File: src/qdiv_pkg.sv
package qdiv_pkg;

    ////////////////////////////////////////
    // widths and q format
    ////////////////////////////////////////

    localparam int DATA_WIDTH = 32;                      // operands, quotient, remainder
    localparam int FRAC_BITS = 10;                       // q22.10
    localparam int WIDE_WIDTH = DATA_WIDTH + FRAC_BITS;  // scaled numerator, also iteration count
    localparam int PART_WIDTH = DATA_WIDTH + 2;          // partial remainder with sign and carry
    localparam int COUNT_WIDTH = $clog2(WIDE_WIDTH);
    localparam int DIV_LATENCY = WIDE_WIDTH + 3;         // accepted valid_in to valid_out

    // saturation limits of the signed result
    localparam logic signed [DATA_WIDTH-1:0] DATA_MAX = {1'b0, {(DATA_WIDTH-1){1'b1}}};
    localparam logic signed [DATA_WIDTH-1:0] DATA_MIN = {1'b1, {(DATA_WIDTH-1){1'b0}}};

    ////////////////////////////////////////
    // core fsm
    ////////////////////////////////////////

    typedef enum logic [1:0] {
        core_idle,
        core_iterate,
        core_correct
    } core_state_t;

    ////////////////////////////////////////
    // datapath bundles
    ////////////////////////////////////////

    typedef struct packed {
        logic signed [DATA_WIDTH-1:0] dividend;
        logic signed [DATA_WIDTH-1:0] divisor;
    } div_request_t;

    typedef struct packed {
        logic [WIDE_WIDTH-1:0] numerator;    // |dividend| << FRAC_BITS
        logic [DATA_WIDTH-1:0] denominator;  // |divisor|
    } core_operands_t;

    typedef struct packed {
        logic quotient_negative;
        logic remainder_negative;  // follows the dividend
        logic div_by_zero;
    } prep_info_t;

    typedef struct packed {
        logic [WIDE_WIDTH-1:0] quotient;
        logic [DATA_WIDTH-1:0] remainder;
    } core_result_t;

    typedef struct packed {
        logic signed [DATA_WIDTH-1:0] quotient;
        logic signed [DATA_WIDTH-1:0] remainder;
        logic overflow;
        logic div_by_zero;
    } div_result_t;

endpackage

File: src/div_operand_prep.sv
`timescale 1ns/1ns

module div_operand_prep
    import qdiv_pkg::*;
(
    input  logic           clock,
    input  logic           reset,
    input  div_request_t   request,
    input  logic           valid_in,
    input  logic           core_busy,
    output core_operands_t operands,
    output prep_info_t     info,
    output logic           start,
    output logic           busy
);

    logic                  accept;
    logic                  dividend_neg;
    logic                  divisor_neg;
    logic [DATA_WIDTH-1:0] dividend_mag;
    logic [DATA_WIDTH-1:0] divisor_mag;

    assign busy = start | core_busy;  // covers the gap before the core wakes up
    assign accept = valid_in & ~busy;

    ////////////////////////////////////////
    // sign and magnitude split
    ////////////////////////////////////////

    always_comb begin
        dividend_neg = request.dividend[DATA_WIDTH-1];
        divisor_neg = request.divisor[DATA_WIDTH-1];
        // two's complement negate, -2^31 comes out as 2^31 unsigned
        dividend_mag = dividend_neg ? -request.dividend : request.dividend;
        divisor_mag = divisor_neg ? -request.divisor : request.divisor;
    end

    always_ff @(posedge clock) begin
        if (accept) begin
            operands.numerator <= {dividend_mag, {FRAC_BITS{1'b0}}};
            operands.denominator <= divisor_mag;
            info.quotient_negative <= dividend_neg ^ divisor_neg;
            info.remainder_negative <= dividend_neg;
            info.div_by_zero <= (request.divisor == '0);
        end
    end

    always_ff @(posedge clock or posedge reset) begin
        if (reset) begin
            start <= 1'b0;
        end else begin
            start <= accept;  // one cycle, busy blocks a second accept
        end
    end

    // the core must have fully finished before it is kicked again
    start_while_core_busy: assert property (
        @(posedge clock) disable iff (reset)
        start |-> !core_busy
    );

endmodule

File: src/nonrestoring_divider.sv
`timescale 1ns/1ns

module nonrestoring_divider
    import qdiv_pkg::*;
(
    input  logic           clock,
    input  logic           reset,
    input  logic           start,
    input  core_operands_t operands,
    output logic           core_busy,
    output logic           done,
    output core_result_t   core_result
);

    core_state_t            state;
    logic [COUNT_WIDTH-1:0] count;
    logic [PART_WIDTH-1:0]  partial;       // msb is the sign
    logic [WIDE_WIDTH-1:0]  quot;          // numerator shifts out, quotient shifts in
    logic [DATA_WIDTH-1:0]  divisor_q;
    logic [PART_WIDTH-1:0]  divisor_ext;
    logic [PART_WIDTH-1:0]  shifted;
    logic [PART_WIDTH-1:0]  partial_next;

    assign core_busy = (state != core_idle) | done;

    ////////////////////////////////////////
    // control
    ////////////////////////////////////////

    always_ff @(posedge clock or posedge reset) begin
        if (reset) begin
            state <= core_idle;
            count <= '0;
            done <= 1'b0;
        end else begin
            done <= 1'b0;
            case (state)
                core_idle: begin
                    if (start) begin
                        state <= core_iterate;
                        count <= '0;
                    end
                end
                core_iterate: begin
                    count <= count + 1'b1;
                    if (count == COUNT_WIDTH'(WIDE_WIDTH - 1)) begin
                        state <= core_correct;  // last quotient bit goes in this edge
                    end
                end
                core_correct: begin
                    state <= core_idle;
                    done <= 1'b1;
                end
                default: begin
                    state <= core_idle;
                end
            endcase
        end
    end

    ////////////////////////////////////////
    // datapath
    ////////////////////////////////////////

    always_comb begin
        divisor_ext = {2'b00, divisor_q};
        shifted = {partial[PART_WIDTH-2:0], quot[WIDE_WIDTH-1]};
        // add back when the last step went negative, otherwise subtract
        if (partial[PART_WIDTH-1]) begin
            partial_next = shifted + divisor_ext;
        end else begin
            partial_next = shifted - divisor_ext;
        end
    end

    always_ff @(posedge clock) begin
        case (state)
            core_idle: begin
                if (start) begin
                    partial <= '0;
                    quot <= operands.numerator;
                    divisor_q <= operands.denominator;
                end
            end
            core_iterate: begin
                partial <= partial_next;
                quot <= {quot[WIDE_WIDTH-2:0], ~partial_next[PART_WIDTH-1]};
            end
            core_correct: begin
                if (partial[PART_WIDTH-1]) begin
                    partial <= partial + divisor_ext;  // final restore of the remainder
                end
            end
            default: begin
                partial <= partial;
            end
        endcase
    end

    // remainder is below the divisor here, so the low word holds all of it
    assign core_result.quotient = quot;
    assign core_result.remainder = partial[DATA_WIDTH-1:0];

    done_one_cycle: assert property (
        @(posedge clock) disable iff (reset)
        done |=> !done
    );

    start_only_in_idle: assert property (
        @(posedge clock) disable iff (reset)
        start |-> (state == core_idle)
    );

endmodule

File: src/div_result_format.sv
`timescale 1ns/1ns

module div_result_format
    import qdiv_pkg::*;
(
    input  logic         clock,
    input  logic         reset,
    input  logic         done,
    input  core_result_t core_result,
    input  prep_info_t   info,
    output div_result_t  result,
    output logic         valid_out
);

    logic signed [WIDE_WIDTH:0]   quot_wide;    // magnitude plus sign bit
    logic signed [WIDE_WIDTH:0]   quot_signed;
    logic signed [DATA_WIDTH-1:0] rem_signed;
    div_result_t                  formatted;

    ////////////////////////////////////////
    // sign restore and saturation
    ////////////////////////////////////////

    always_comb begin
        quot_wide = {1'b0, core_result.quotient};
        quot_signed = info.quotient_negative ? -quot_wide : quot_wide;
        rem_signed = info.remainder_negative ? -core_result.remainder : core_result.remainder;

        formatted.remainder = rem_signed;
        formatted.div_by_zero = 1'b0;
        formatted.overflow = 1'b0;
        formatted.quotient = quot_signed[DATA_WIDTH-1:0];

        if (info.div_by_zero) begin
            // saturate toward the dividend's sign, nothing left over
            formatted.quotient = info.remainder_negative ? DATA_MIN : DATA_MAX;
            formatted.remainder = '0;
            formatted.div_by_zero = 1'b1;
        end else if (quot_signed > DATA_MAX) begin
            formatted.quotient = DATA_MAX;
            formatted.overflow = 1'b1;
        end else if (quot_signed < DATA_MIN) begin
            formatted.quotient = DATA_MIN;
            formatted.overflow = 1'b1;
        end
    end

    always_ff @(posedge clock) begin
        if (done) begin
            result <= formatted;  // held until the next done
        end
    end

    always_ff @(posedge clock or posedge reset) begin
        if (reset) begin
            valid_out <= 1'b0;
        end else begin
            valid_out <= done;
        end
    end

    flags_exclusive: assert property (
        @(posedge clock) disable iff (reset)
        valid_out |-> !(result.overflow && result.div_by_zero)
    );

endmodule

File: src/fixed_point_divider.sv
`timescale 1ns/1ns

module fixed_point_divider
    import qdiv_pkg::*;
(
    input  logic         clock,
    input  logic         reset,
    input  div_request_t request,
    input  logic         valid_in,
    output div_result_t  result,
    output logic         valid_out,
    output logic         busy
);

    core_operands_t operands;
    prep_info_t     info;
    logic           start;
    logic           core_busy;
    logic           done;
    core_result_t   core_result;

    div_operand_prep prep_i (
        .clock     (clock),
        .reset     (reset),
        .request   (request),
        .valid_in  (valid_in),
        .core_busy (core_busy),
        .operands  (operands),
        .info      (info),
        .start     (start),
        .busy      (busy)
    );

    nonrestoring_divider core_i (
        .clock       (clock),
        .reset       (reset),
        .start       (start),
        .operands    (operands),
        .core_busy   (core_busy),
        .done        (done),
        .core_result (core_result)
    );

    // info stays stable from accept through done, no need to pipe it
    div_result_format format_i (
        .clock       (clock),
        .reset       (reset),
        .done        (done),
        .core_result (core_result),
        .info        (info),
        .result      (result),
        .valid_out   (valid_out)
    );

endmodule

File: config.mk
export PLATFORM = sky130hd
export DESIGN_NAME = fixed_point_divider
export DESIGN_NICKNAME = d
export VERILOG_FILES = /design/src/qdiv_pkg.sv /design/src/div_operand_prep.sv /design/src/nonrestoring_divider.sv /design/src/div_result_format.sv /design/src/fixed_point_divider.sv
export SDC_FILE = /design/constraint.sdc
export NUM_CORES = 1
export LEC_CHECK = 0
export BUFFER_PORTS_ARGS = -buffer_cell sky130_fd_sc_hd__buf_4
export CORE_UTILIZATION = 65
export DETAILED_ROUTE_END_ITERATION = 10
export PLACE_DENSITY = 0.82
export SYNTH_ARGS = -nofsm -noshare
export SYNTH_HDL_FRONTEND = slang
export SYNTH_SLANG_ARGS = --single-unit
File: constraint.sdc
create_clock -name clock -period 12.1 [get_ports clock]
set_input_delay 1.815 -clock clock [delete_from_list [all_inputs] [get_ports clock]]
set_output_delay 1.815 -clock clock [all_outputs]
set_load 0.005 [all_outputs]
-- Word-level counts from Yosys, hierarchy flattened
Cells that the tools add are included.
- output and inout bits: 68
- register bits: 252
- muxes and demuxes: 23
- order comparisons: 2
- eq/ne operators: 6
- $add $sub $neg: 8
- bitwise logic cells: 6
- reductions and logical operators: 10
- operator list (cell ; number):
    32-bit two-way mux ; 5
    34-bit two-way mux ; 3
    34-bit one-hot mux with 3 select lines ; 1
    32-bit negator ; 3
    42-bit one-hot mux with 2 select lines ; 1
    34-bit by 32-bit adder with 34-bit output ; 2
    31-bit two-way mux ; 2
    43-bit by 32-bit > comparator with 1-bit output (second input constant) ; 1
    43-bit by 32-bit less-than comparator with 1-bit output (second input constant) ; 1
    43-bit two-way mux ; 1
    42-bit negator with 43-bit output ; 1
    42-bit two-way mux ; 1
    34-bit by 32-bit subtractor with 34-bit output ; 1
    32-bit logical NOT ; 1
    6-bit one-hot mux with 2 select lines ; 1
    2-bit AND reduction ; 4
    6-bit by 1-bit adder with 6-bit output (second input constant) ; 1
    6-bit == test (second input constant) ; 1
    6-bit two-way mux ; 1
    1-bit two-way mux ; 4
    2-bit two-way mux ; 2
    2-bit by 1-bit != test with 1-bit output (second input constant) ; 2
    2-bit one-hot mux with 2 select lines ; 1
    2-bit nonzero test ; 2
    10 further kinds ; 12

-- Depth between registers and ports, before layout
Gate-level depths: netlist of run 1.
- word-level depth: 6
- mapped depth: 20

-- By module
From an unflattened synthesis of run 1, not the netlist that was laid out.
- cells, all modules: 1640
- area, all modules: 17015.1 um^2
- by module, submodules not included (module ; cells an instance ; times used ; area an instance (um^2)):
    nonrestoring_divider ; 917 ; 1 ; 8968.6
    div_result_format ; 437 ; 1 ; 4455.5
    div_operand_prep ; 286 ; 1 ; 3590.9

-- Worst setup path before layout of run 1
Ideal clock, no wire load.
- path kind: input port to flip-flop
- start point: input valid_in
- end point: register, netlist name prep_i.info[0]
- library setup time: 0.494 ns
- data required time: 11.606 ns
- arrival time: 4.656 ns
- cell stages on the path: 2
- path slack: 6.950 ns
- cells stage by stage: inv_1 -> nor2_1
- word-level cells in the longest chain between the ends: 1
- ends and longest elaborated chain (what ; line ; RTL):
    from (decl) ; fixed_point_divider.sv:9 ; input logic valid_in,
    1-bit AND ; div_operand_prep.sv:24 ; assign accept = valid_in & ~busy;
    named net prep_i.accept ; div_operand_prep.sv:17 ; logic accept;
The timed path passes the listed nets, and every way through them passes these cells.
A chain may end at the register's enable or synchronous reset.

-- Worst setup path in the final report of run 1
- start point: register core_i.divisor_q[4]
- end point: register core_i.quot[0] (data pin)
- word-level cells in the longest chain between the ends: 4
- ends and longest elaborated chain (what ; line ; RTL):
    from (decl) ; nonrestoring_divider.sv:19 ; logic [DATA_WIDTH-1:0] divisor_q;
    from (signal assigned) ; nonrestoring_divider.sv:82 ; divisor_q <= operands.denominator;
    34-bit by 32-bit subtractor with 34-bit output or 34-bit by 32-bit adder with 34-bit output (tied branches) ; nonrestoring_divider.sv:72, nonrestoring_divider.sv:70 ;
    34-bit two-way mux (*) ; nonrestoring_divider.sv:69 ; if (partial[PART_WIDTH-1]) begin
    1-bit inverter (*) ; nonrestoring_divider.sv:87 ; quot <= {quot[WIDE_WIDTH-2:0], ~partial_next[PART_WIDTH-1]};
    42-bit one-hot mux with 2 select lines (*) ; nonrestoring_divider.sv:77 ; case (state)
    to (signal assigned) ; nonrestoring_divider.sv:81 ; quot <= operands.numerator;
    to (signal assigned) ; nonrestoring_divider.sv:87 ;
    to (decl) ; nonrestoring_divider.sv:18 ; logic [WIDE_WIDTH-1:0] quot;
Mark *: on every way between the ends. The rest lies on a longest branch, timed or not.

==> qor.yml, run 1 <==
ant_nets: 0
power_density_nw_per_um2: 280
grt_first_pass_wirelength_mm: 55.1
cp_max_fo: 8
clkSinkCount: 252
ys_ff_latch: 252
crit_family: "compound AO/OA/AOI/OAI gates"
hpwl_mm: 26.1
synth_edf_count: 241
gp_congestion: 0.976
synth_flop_cell: "edfxtp_1"
end_kind: "register"
layout.nets: 1756
antenna_found_initial: 0
regToRegSetupSlack_ps: 6840
place_inst: 1902
synth_seq_area_share: 0.474
period_share: 0.435
die-area_um2: 25000
hold_ws_ps: 418
final_layout_size_suffix_gt1_frac: 0.146
rows: 56
total_power_mw: 5.02
ctsRootBufferMaster: "clkbuf_16"
routedWlPerCell_um: 18.1
antenna_cells: 0
min_path_type: "register to register"
finalNonFillerCells: 1947
rsz0062_at_grt: "false"
dieWidth_um: 158
fmax_mhz: 190
fin_skew_ps: 22.3
place_area_um2: 17100
overflow: 0
fin_util: 0.756
stdcell_area_um2: 17900
crit_buf_inv: 0
pin_count: 135
drc: 0
synth_fp_nets: 1633
post_cts_buffers: 0
grt_usage: 0.282
tightestPinTransition_ps: 979
postSynthCellCount: 1487
netlist_area_um2: 15800
fin_tns_setup_ps: 0
cts.htree.levels: 1
critPathRequiredTime_ps: 12360
critical_path_arrival_ps: 5520
cts_tree: "built"
final_hold_viol_count: 0
dp_worst_setup_slack_ps: 6940
power_leakage_nw: 6.78
vias: 12000
first_pass_iters: 7
start_util: 0.669
relSlewSlack: 0.347
ir_drop_v: 0.000200
cts-resized-gates: 0
max_cap_violations: 0
ys_types: 74
setup_viol: 0
vias_per_cell: 6.17
yosysWarnings: 0
critPathSlowestCell: "nor3b_1"
grt_max_degree: 69
syn2layout_area_growth_pct: 13.1
path_cells: "nor4_1, nor4b_1, and2_1, nor3b_1, a31oi_1, xor2_1, ha_1, a21o_1, a21o_1, o21bai_1, a311o_1, a41oi_1, o21ai_0, a21oi_1, xor2_1, nor2_1"
drt_iter0_drc: 990
async_flop_share: 0.0437
crit_type: "register to register"
worst_slack_ps: 6840
cts_buffers: 25
clk_pin_slew_ps: 60
synth.avg_cell_area_um2: 10.6
slowest_delay_ps: 560
status: "finished clean"
clockBufferDepth: 3
cts_hold_buf: 0
totalWireLength_mm: 35.2
port-buffer-count: 134
die_y_um: 158
slew_violations: 0
clk_latency_ps: 530
post-route-min-period_ps: 5260
critPathLaunchType: "register"
fp.coreArea_um2: 23700
grt_pass1_vias: 10700
sequential cells by signal (all words and copies together) (netlist names), 2 cells and up:
| name | flops |
|---|---|
| format_i.result | 66 |
| core_i.divisor_q | 32 |
| core_i.count | 6 |
| prep_i.operands | 64 |
| core_i.quot | 42 |
| core_i.partial | 34 |
| core_i.state | 2 |
| prep_i.info | 3 |
report_power, final:
group          total [mW]  internal, mW  switching (mW)
Sequential           1.75          1.43           0.317
Clock               0.736         0.421           0.314
Combinational        2.54          1.08            1.46
final cells by class:
| cell class | count | area, um2 |
|---|---|---|
| multi-input cells | 1141 | 7970 |
| repair buffers | 144 | 1080 |
| well taps | 319 | 399 |
| flip-flops and latches | 252 | 7510 |
| clock buffers | 30 | 644 |
| inverters | 46 | 173 |
| clock inverters | 15 | 125 |
| fillers | 1612 | 5780 |
cell families after synthesis:
kind of cell               after synthesis  share of synthesized area
AOI/OAI and AO/OA                      395                      0.160
and+or+nand+nor                        421                      0.137
adders and majority gates               79                     0.0634
DFF                                    252                      0.474
xor gates and xnor gates               208                      0.115
buffers and inverters                   94                     0.0232
muxes                                   38                     0.0267
Yosys cell counts, types with 5 or more instances:
| cell | n | area [um2] |
|---|---|---|
| a211oi_1 | 11 | 82.6 |
| a21o_1 | 38 | 285 |
| a21oi_1 | 77 | 385 |
| a22oi_1 | 9 | 67.6 |
| a31oi_1 | 13 | 81.3 |
| a32oi_1 | 5 | 43.8 |
| and2_1 | 20 | 125 |
| and3_1 | 9 | 56.3 |
| buf_1 | 6 | 22.5 |
| clkbuf_1 | 37 | 139 |
| dfrtp_1 | 11 | 275 |
| edfxtp_1 | 241 | 7240 |
| ha_1 | 77 | 963 |
| inv_1 | 46 | 173 |
| mux2_2 | 34 | 383 |
| nand2_1 | 85 | 319 |
| nand2b_1 | 18 | 113 |
| nand3_1 | 26 | 130 |
| nand4_1 | 8 | 50.1 |
| nor2_1 | 115 | 432 |
| nor2b_1 | 28 | 175 |
| nor3_1 | 28 | 140 |
| nor3b_1 | 5 | 37.5 |
| nor4_1 | 12 | 75.1 |
| o21a_1 | 11 | 82.6 |
| o21ai_0 | 112 | 561 |
| o21bai_1 | 10 | 75.1 |
| o22ai_1 | 15 | 93.8 |
| o31ai_1 | 41 | 308 |
| o41ai_1 | 16 | 140 |
| or3_1 | 23 | 144 |
| or4_1 | 15 | 113 |
| xnor2_1 | 98 | 858 |
| xor2_1 | 110 | 963 |
path summary, 6_finish.rpt:
kind	end	cells past startpoint	start
setup / recovery	core_i.quot[0]	16	core_i.divisor_q[4]
min in group asynchronous	core_i.done	2	reset
hold reg to reg	core_i.divisor_q[19]	0	prep_i.operands[19]
hold / removal	core_i.divisor_q[19]	0	prep_i.operands[19]
max in group asynchronous	core_i.done	2	reset
setup reg to reg	core_i.quot[0]	16	core_i.divisor_q[4]
per-layer routing:
layer | track usage | up-vias | share of wire
met5 | 0 | - | 0
met4 | 0.0540 | 0 | 0.012
met3 | 0.0364 | 30 | 0.087
met2 | 0.432 | 519 | 0.44
met1 | 0.431 | 5649 | 0.46
li1 | - | 5819 | -
layout by cell type (no fill, tap or decap), types with 5 or more instances in the layout:
cell and n:
or4_1 15, o21a_1 11, or3_1 23, clkbuf_1 5, a211oi_1 11, o31ai_1 41, a21o_1 38, a31oi_1 13
mux2_2 34, nand4_1 8, dfrtp_1 10, o22ai_1 15, xor2_1 110, nor2b_1 28, and2_1 20, clkinv_1 5
o21bai_1 10, nor4_1 12, inv_1 46, nand2_1 85, nand2b_1 18, a32oi_1 5, xnor2_1 98, clkinv_2 6
nor3b_1 5, a22oi_1 9, clkbuf_16 25, and3_1 9, o41ai_1 16, buf_4 144, edfxtp_1 241, a21oi_1 77
nand3_1 26, ha_1 76, nor3_1 27, o21ai_0 112, nor2_1 114
No activity file was read; power rests on OpenSTA's default activity.
==> run 2: changes to the inputs <==
--- a/config.mk
+++ b/config.mk
@@ -6,9 +6,9 @@
 export NUM_CORES = 1
 export LEC_CHECK = 0
 export BUFFER_PORTS_ARGS = -buffer_cell sky130_fd_sc_hd__buf_4
-export CORE_UTILIZATION = 65
+export CORE_UTILIZATION = 61
 export DETAILED_ROUTE_END_ITERATION = 10
-export PLACE_DENSITY = 0.82
+export PLACE_DENSITY = 0.77
 export SYNTH_ARGS = -nofsm -noshare
 export SYNTH_HDL_FRONTEND = slang
 export SYNTH_SLANG_ARGS = --single-unit
==> constraint.sdc (replaced) <==
create_clock -name clock -period 5.5 [get_ports clock]
set_input_delay 0.825 -clock clock [delete_from_list [all_inputs] [get_ports clock]]
set_output_delay 0.825 -clock clock [all_outputs]
set_load 0.005 [all_outputs]
==> run 2 against run 1 <==
  * First-iteration DRC count is 20% higher
  * Worst setup slack got worse by 6300 ps
  * Sequential power increased by 120%
  * Via count increased by 0.97%
  * Highest routed layer unchanged
  * Sequential share of layout area fell by 0.31 points
  * Design area increased by 0.75%
  * Count of clock-buffer cells in the layout shrank 2
  * Critical endpoint unchanged
  * Die area increased by 6.5%
  * Register-to-register slack worse by 6300 ps
  * Critical path type unchanged
  * Flip-flop and latch count is the same
==> qor.yml, run 2 (synthesis results as in run 1) <==
ff_latch_area_um2: 7510  # unchanged
vias_per_cell: 6.17  # about the same
period_share: 0.901  # +0.466
gp_congestion: 0.917  # -6.0%
post_cts_buffers: 0  # unchanged
critical_path_arrival_ps: 5220  # -300 ps
fin_tns_setup_ps: 0  # unchanged
vias: 12100  # +0.97%
route.met2.wl_mm: 16.1  # +3.4%
multi_input_area_um2: 7970  # unchanged
wl_met1_mm: 17.4  # +7.7%
clockBufferDepth: 3  # unchanged
slew_violations: 0  # unchanged
clkSinkCount: 252  # unchanged
crit_type: "register to register"
fp.coreArea_um2: 25300  # +6.9%
port-buffer-count: 134  # unchanged
layout.nets: 1763  # +0.40%
tightestPinTransition_ps: 1020  # +36.5 ps
regToRegSetupSlack_ps: 550  # -6300 ps
rows: 58  # +3.6%
rr_worst_depth: 17  # +1
grt_first_pass_wirelength_mm: 58.4  # +5.8%
clk_pin_slew_ps: 60  # about the same
fin_skew_ps: 12.0  # -10.3 ps
cts_tree: "built"
routedWlPerCell_um: 18.9  # +4.4%
drt_iter0_drc: 1184  # +20%
totalWireLength_mm: 37.1  # +5.5%
rsz0062_at_grt: "false"
ant_nets: 0  # unchanged
top_layer_used: "met4"
layout_commonest_cell: "edfxtp_1"
pin_count: 135  # unchanged
layout_common_cells: "241 x edfxtp_1, 150 x buf_4, 114 x nor2_1"
grt_usage: 0.280  # -0.00259
overflow: 0  # unchanged
power_leakage_nw: 6.85  # +1.0%
min_path_type: "primary input to async pin"
power_density_nw_per_um2: 624  # +120%
dieWidth_um: 163  # +3.2%
end_kind: "register"
critPathRequiredTime_ps: 5770  # -6590 ps
worstReg2RegEnd: "core_i.quot[0]"
cts_buffers: 26  # +4.0%
drc: 0  # unchanged
status: "finished clean"
fill_cells: 1854  # +15%
final_hold_viol_count: 0  # unchanged
ctsRootBufferMaster: "clkbuf_16"
antenna_found_initial: 0  # unchanged
cp_max_fo: 8  # unchanged
max_cap_violations: 0  # unchanged
syn2layout_area_growth_pct: 13.9
first_pass_iters: 7  # unchanged
top_regs: "format_i.result: 66 flops, prep_i.operands: 64 flops, core_i.quot: 42 flops"
antenna_cells: 0  # unchanged
die_y_um: 163  # +3.2%
cts.htree.levels: 1  # unchanged
post-route-min-period_ps: 4950  # -304 ps
critPathLaunchType: "register"
ir_drop_v: 0.000458  # +130%
largest_register_ffs: 66  # unchanged
setup_viol: 0  # unchanged
die-area_um2: 26600  # +6.5%
start_util: 0.625  # -0.0434
fmax_mhz: 202  # +6.1%
grt_pass1_vias: 11000  # +2.2%
relSlewSlack: 0.323  # -0.0243
hpwl_mm: 27.2  # +4.2%
final_layout_size_suffix_gt1_frac: 0.153  # +0.00723
grt_max_degree: 69  # unchanged
timing.rr.start: "core_i.divisor_q[4]"
cts-resized-gates: 0  # unchanged
clk_latency_ps: 540  # about the same
cts_hold_buf: 0  # unchanged
total_power_mw: 11.3  # +120%
regMostFlops: "format_i.result"
wl_met3_mm: 3.05  # -0.62%
run 2: cell types whose count changed in the layout (fill, tap and decap cells not counted):
cell       change
clkinv_8       +1
clkbuf_8       +2
clkbuf_16      +1
clkinv_4       +1
inv_8          +1
clkbuf_1       -5
buf_4          +6
clkinv_2       +1
run 2: layout make-up:
cell class / instances / area share
flip-flops and latches: 252 / 0.416
clock buffers: 28 / 0.0376
well taps: 330 / 0.0229
repair buffers: 150 / 0.0624
inverters: 46 / 0.00957
clock inverters: 19 / 0.00922
multi-input cells: 1141 / 0.442
run 2: worst max path at each step:
stage	startpoint	end	slack, ps
final	core_i.divisor_q[4]	core_i.quot[0]	550
after global routing	core_i.divisor_q[4]	core_i.quot[0]	230
after CTS	core_i.divisor_q[4]	core_i.quot[0]	630
after detailed placement	core_i.divisor_q[4]	core_i.quot[0]	660
after global placement	core_i.divisor_q[4]	core_i.quot[0]	740
after floorplan	core_i.done	prep_i.info[0]	600
run 2: per-layer routing:
layer	vias to the layer above	global-route usage
met5	-	0
met4	0	0.0590
met3	54	0.0335
met2	500	0.414
met1	5743	0.438
li1	5836	-
run 2: stage by stage:
stage / utilization / worst slack [ps] / cells / hold WS, ps / instance area (um2)
after floorplan: - / 601 / 1487 / 400 / 15800
after global placement: 0.679 / 739 / 1919 / 400 / 17200
after detailed placement: 0.679 / 665 / 1919 / 405 / 17200
after CTS: 0.712 / 625 / 1966 / 306 / 18000
after global routing: 0.712 / 234 / 1966 / 328 / 18000
final: 0.712 / 546 / 1966 / 313 / 18000
run 2: worst max-delay path: stages, from the launching register on:
cell and delay [ps]:
edfxtp_1 460, nor4_1 430, nor4b_1 440, and2_1 280
nor3b_1 210, buf_4 170, a31oi_1 100, xor2_1 160
ha_1 380, a21o_1 210, a21o_1 190, o21bai_1 190
a311o_1 320, a41oi_1 470, o21ai_0 240, a21oi_1 220
xor2_1 160, nor2_1 50
run 2: where the power goes:
part / leakage (nW) / switching (mW) / internal (mW)
registers: 2.43 / 0.715 / 3.15
logic: 4.00 / 3.29 / 2.38
clock network: 0.420 / 0.740 / 0.990
total: 6.85 / 4.75 / 6.52
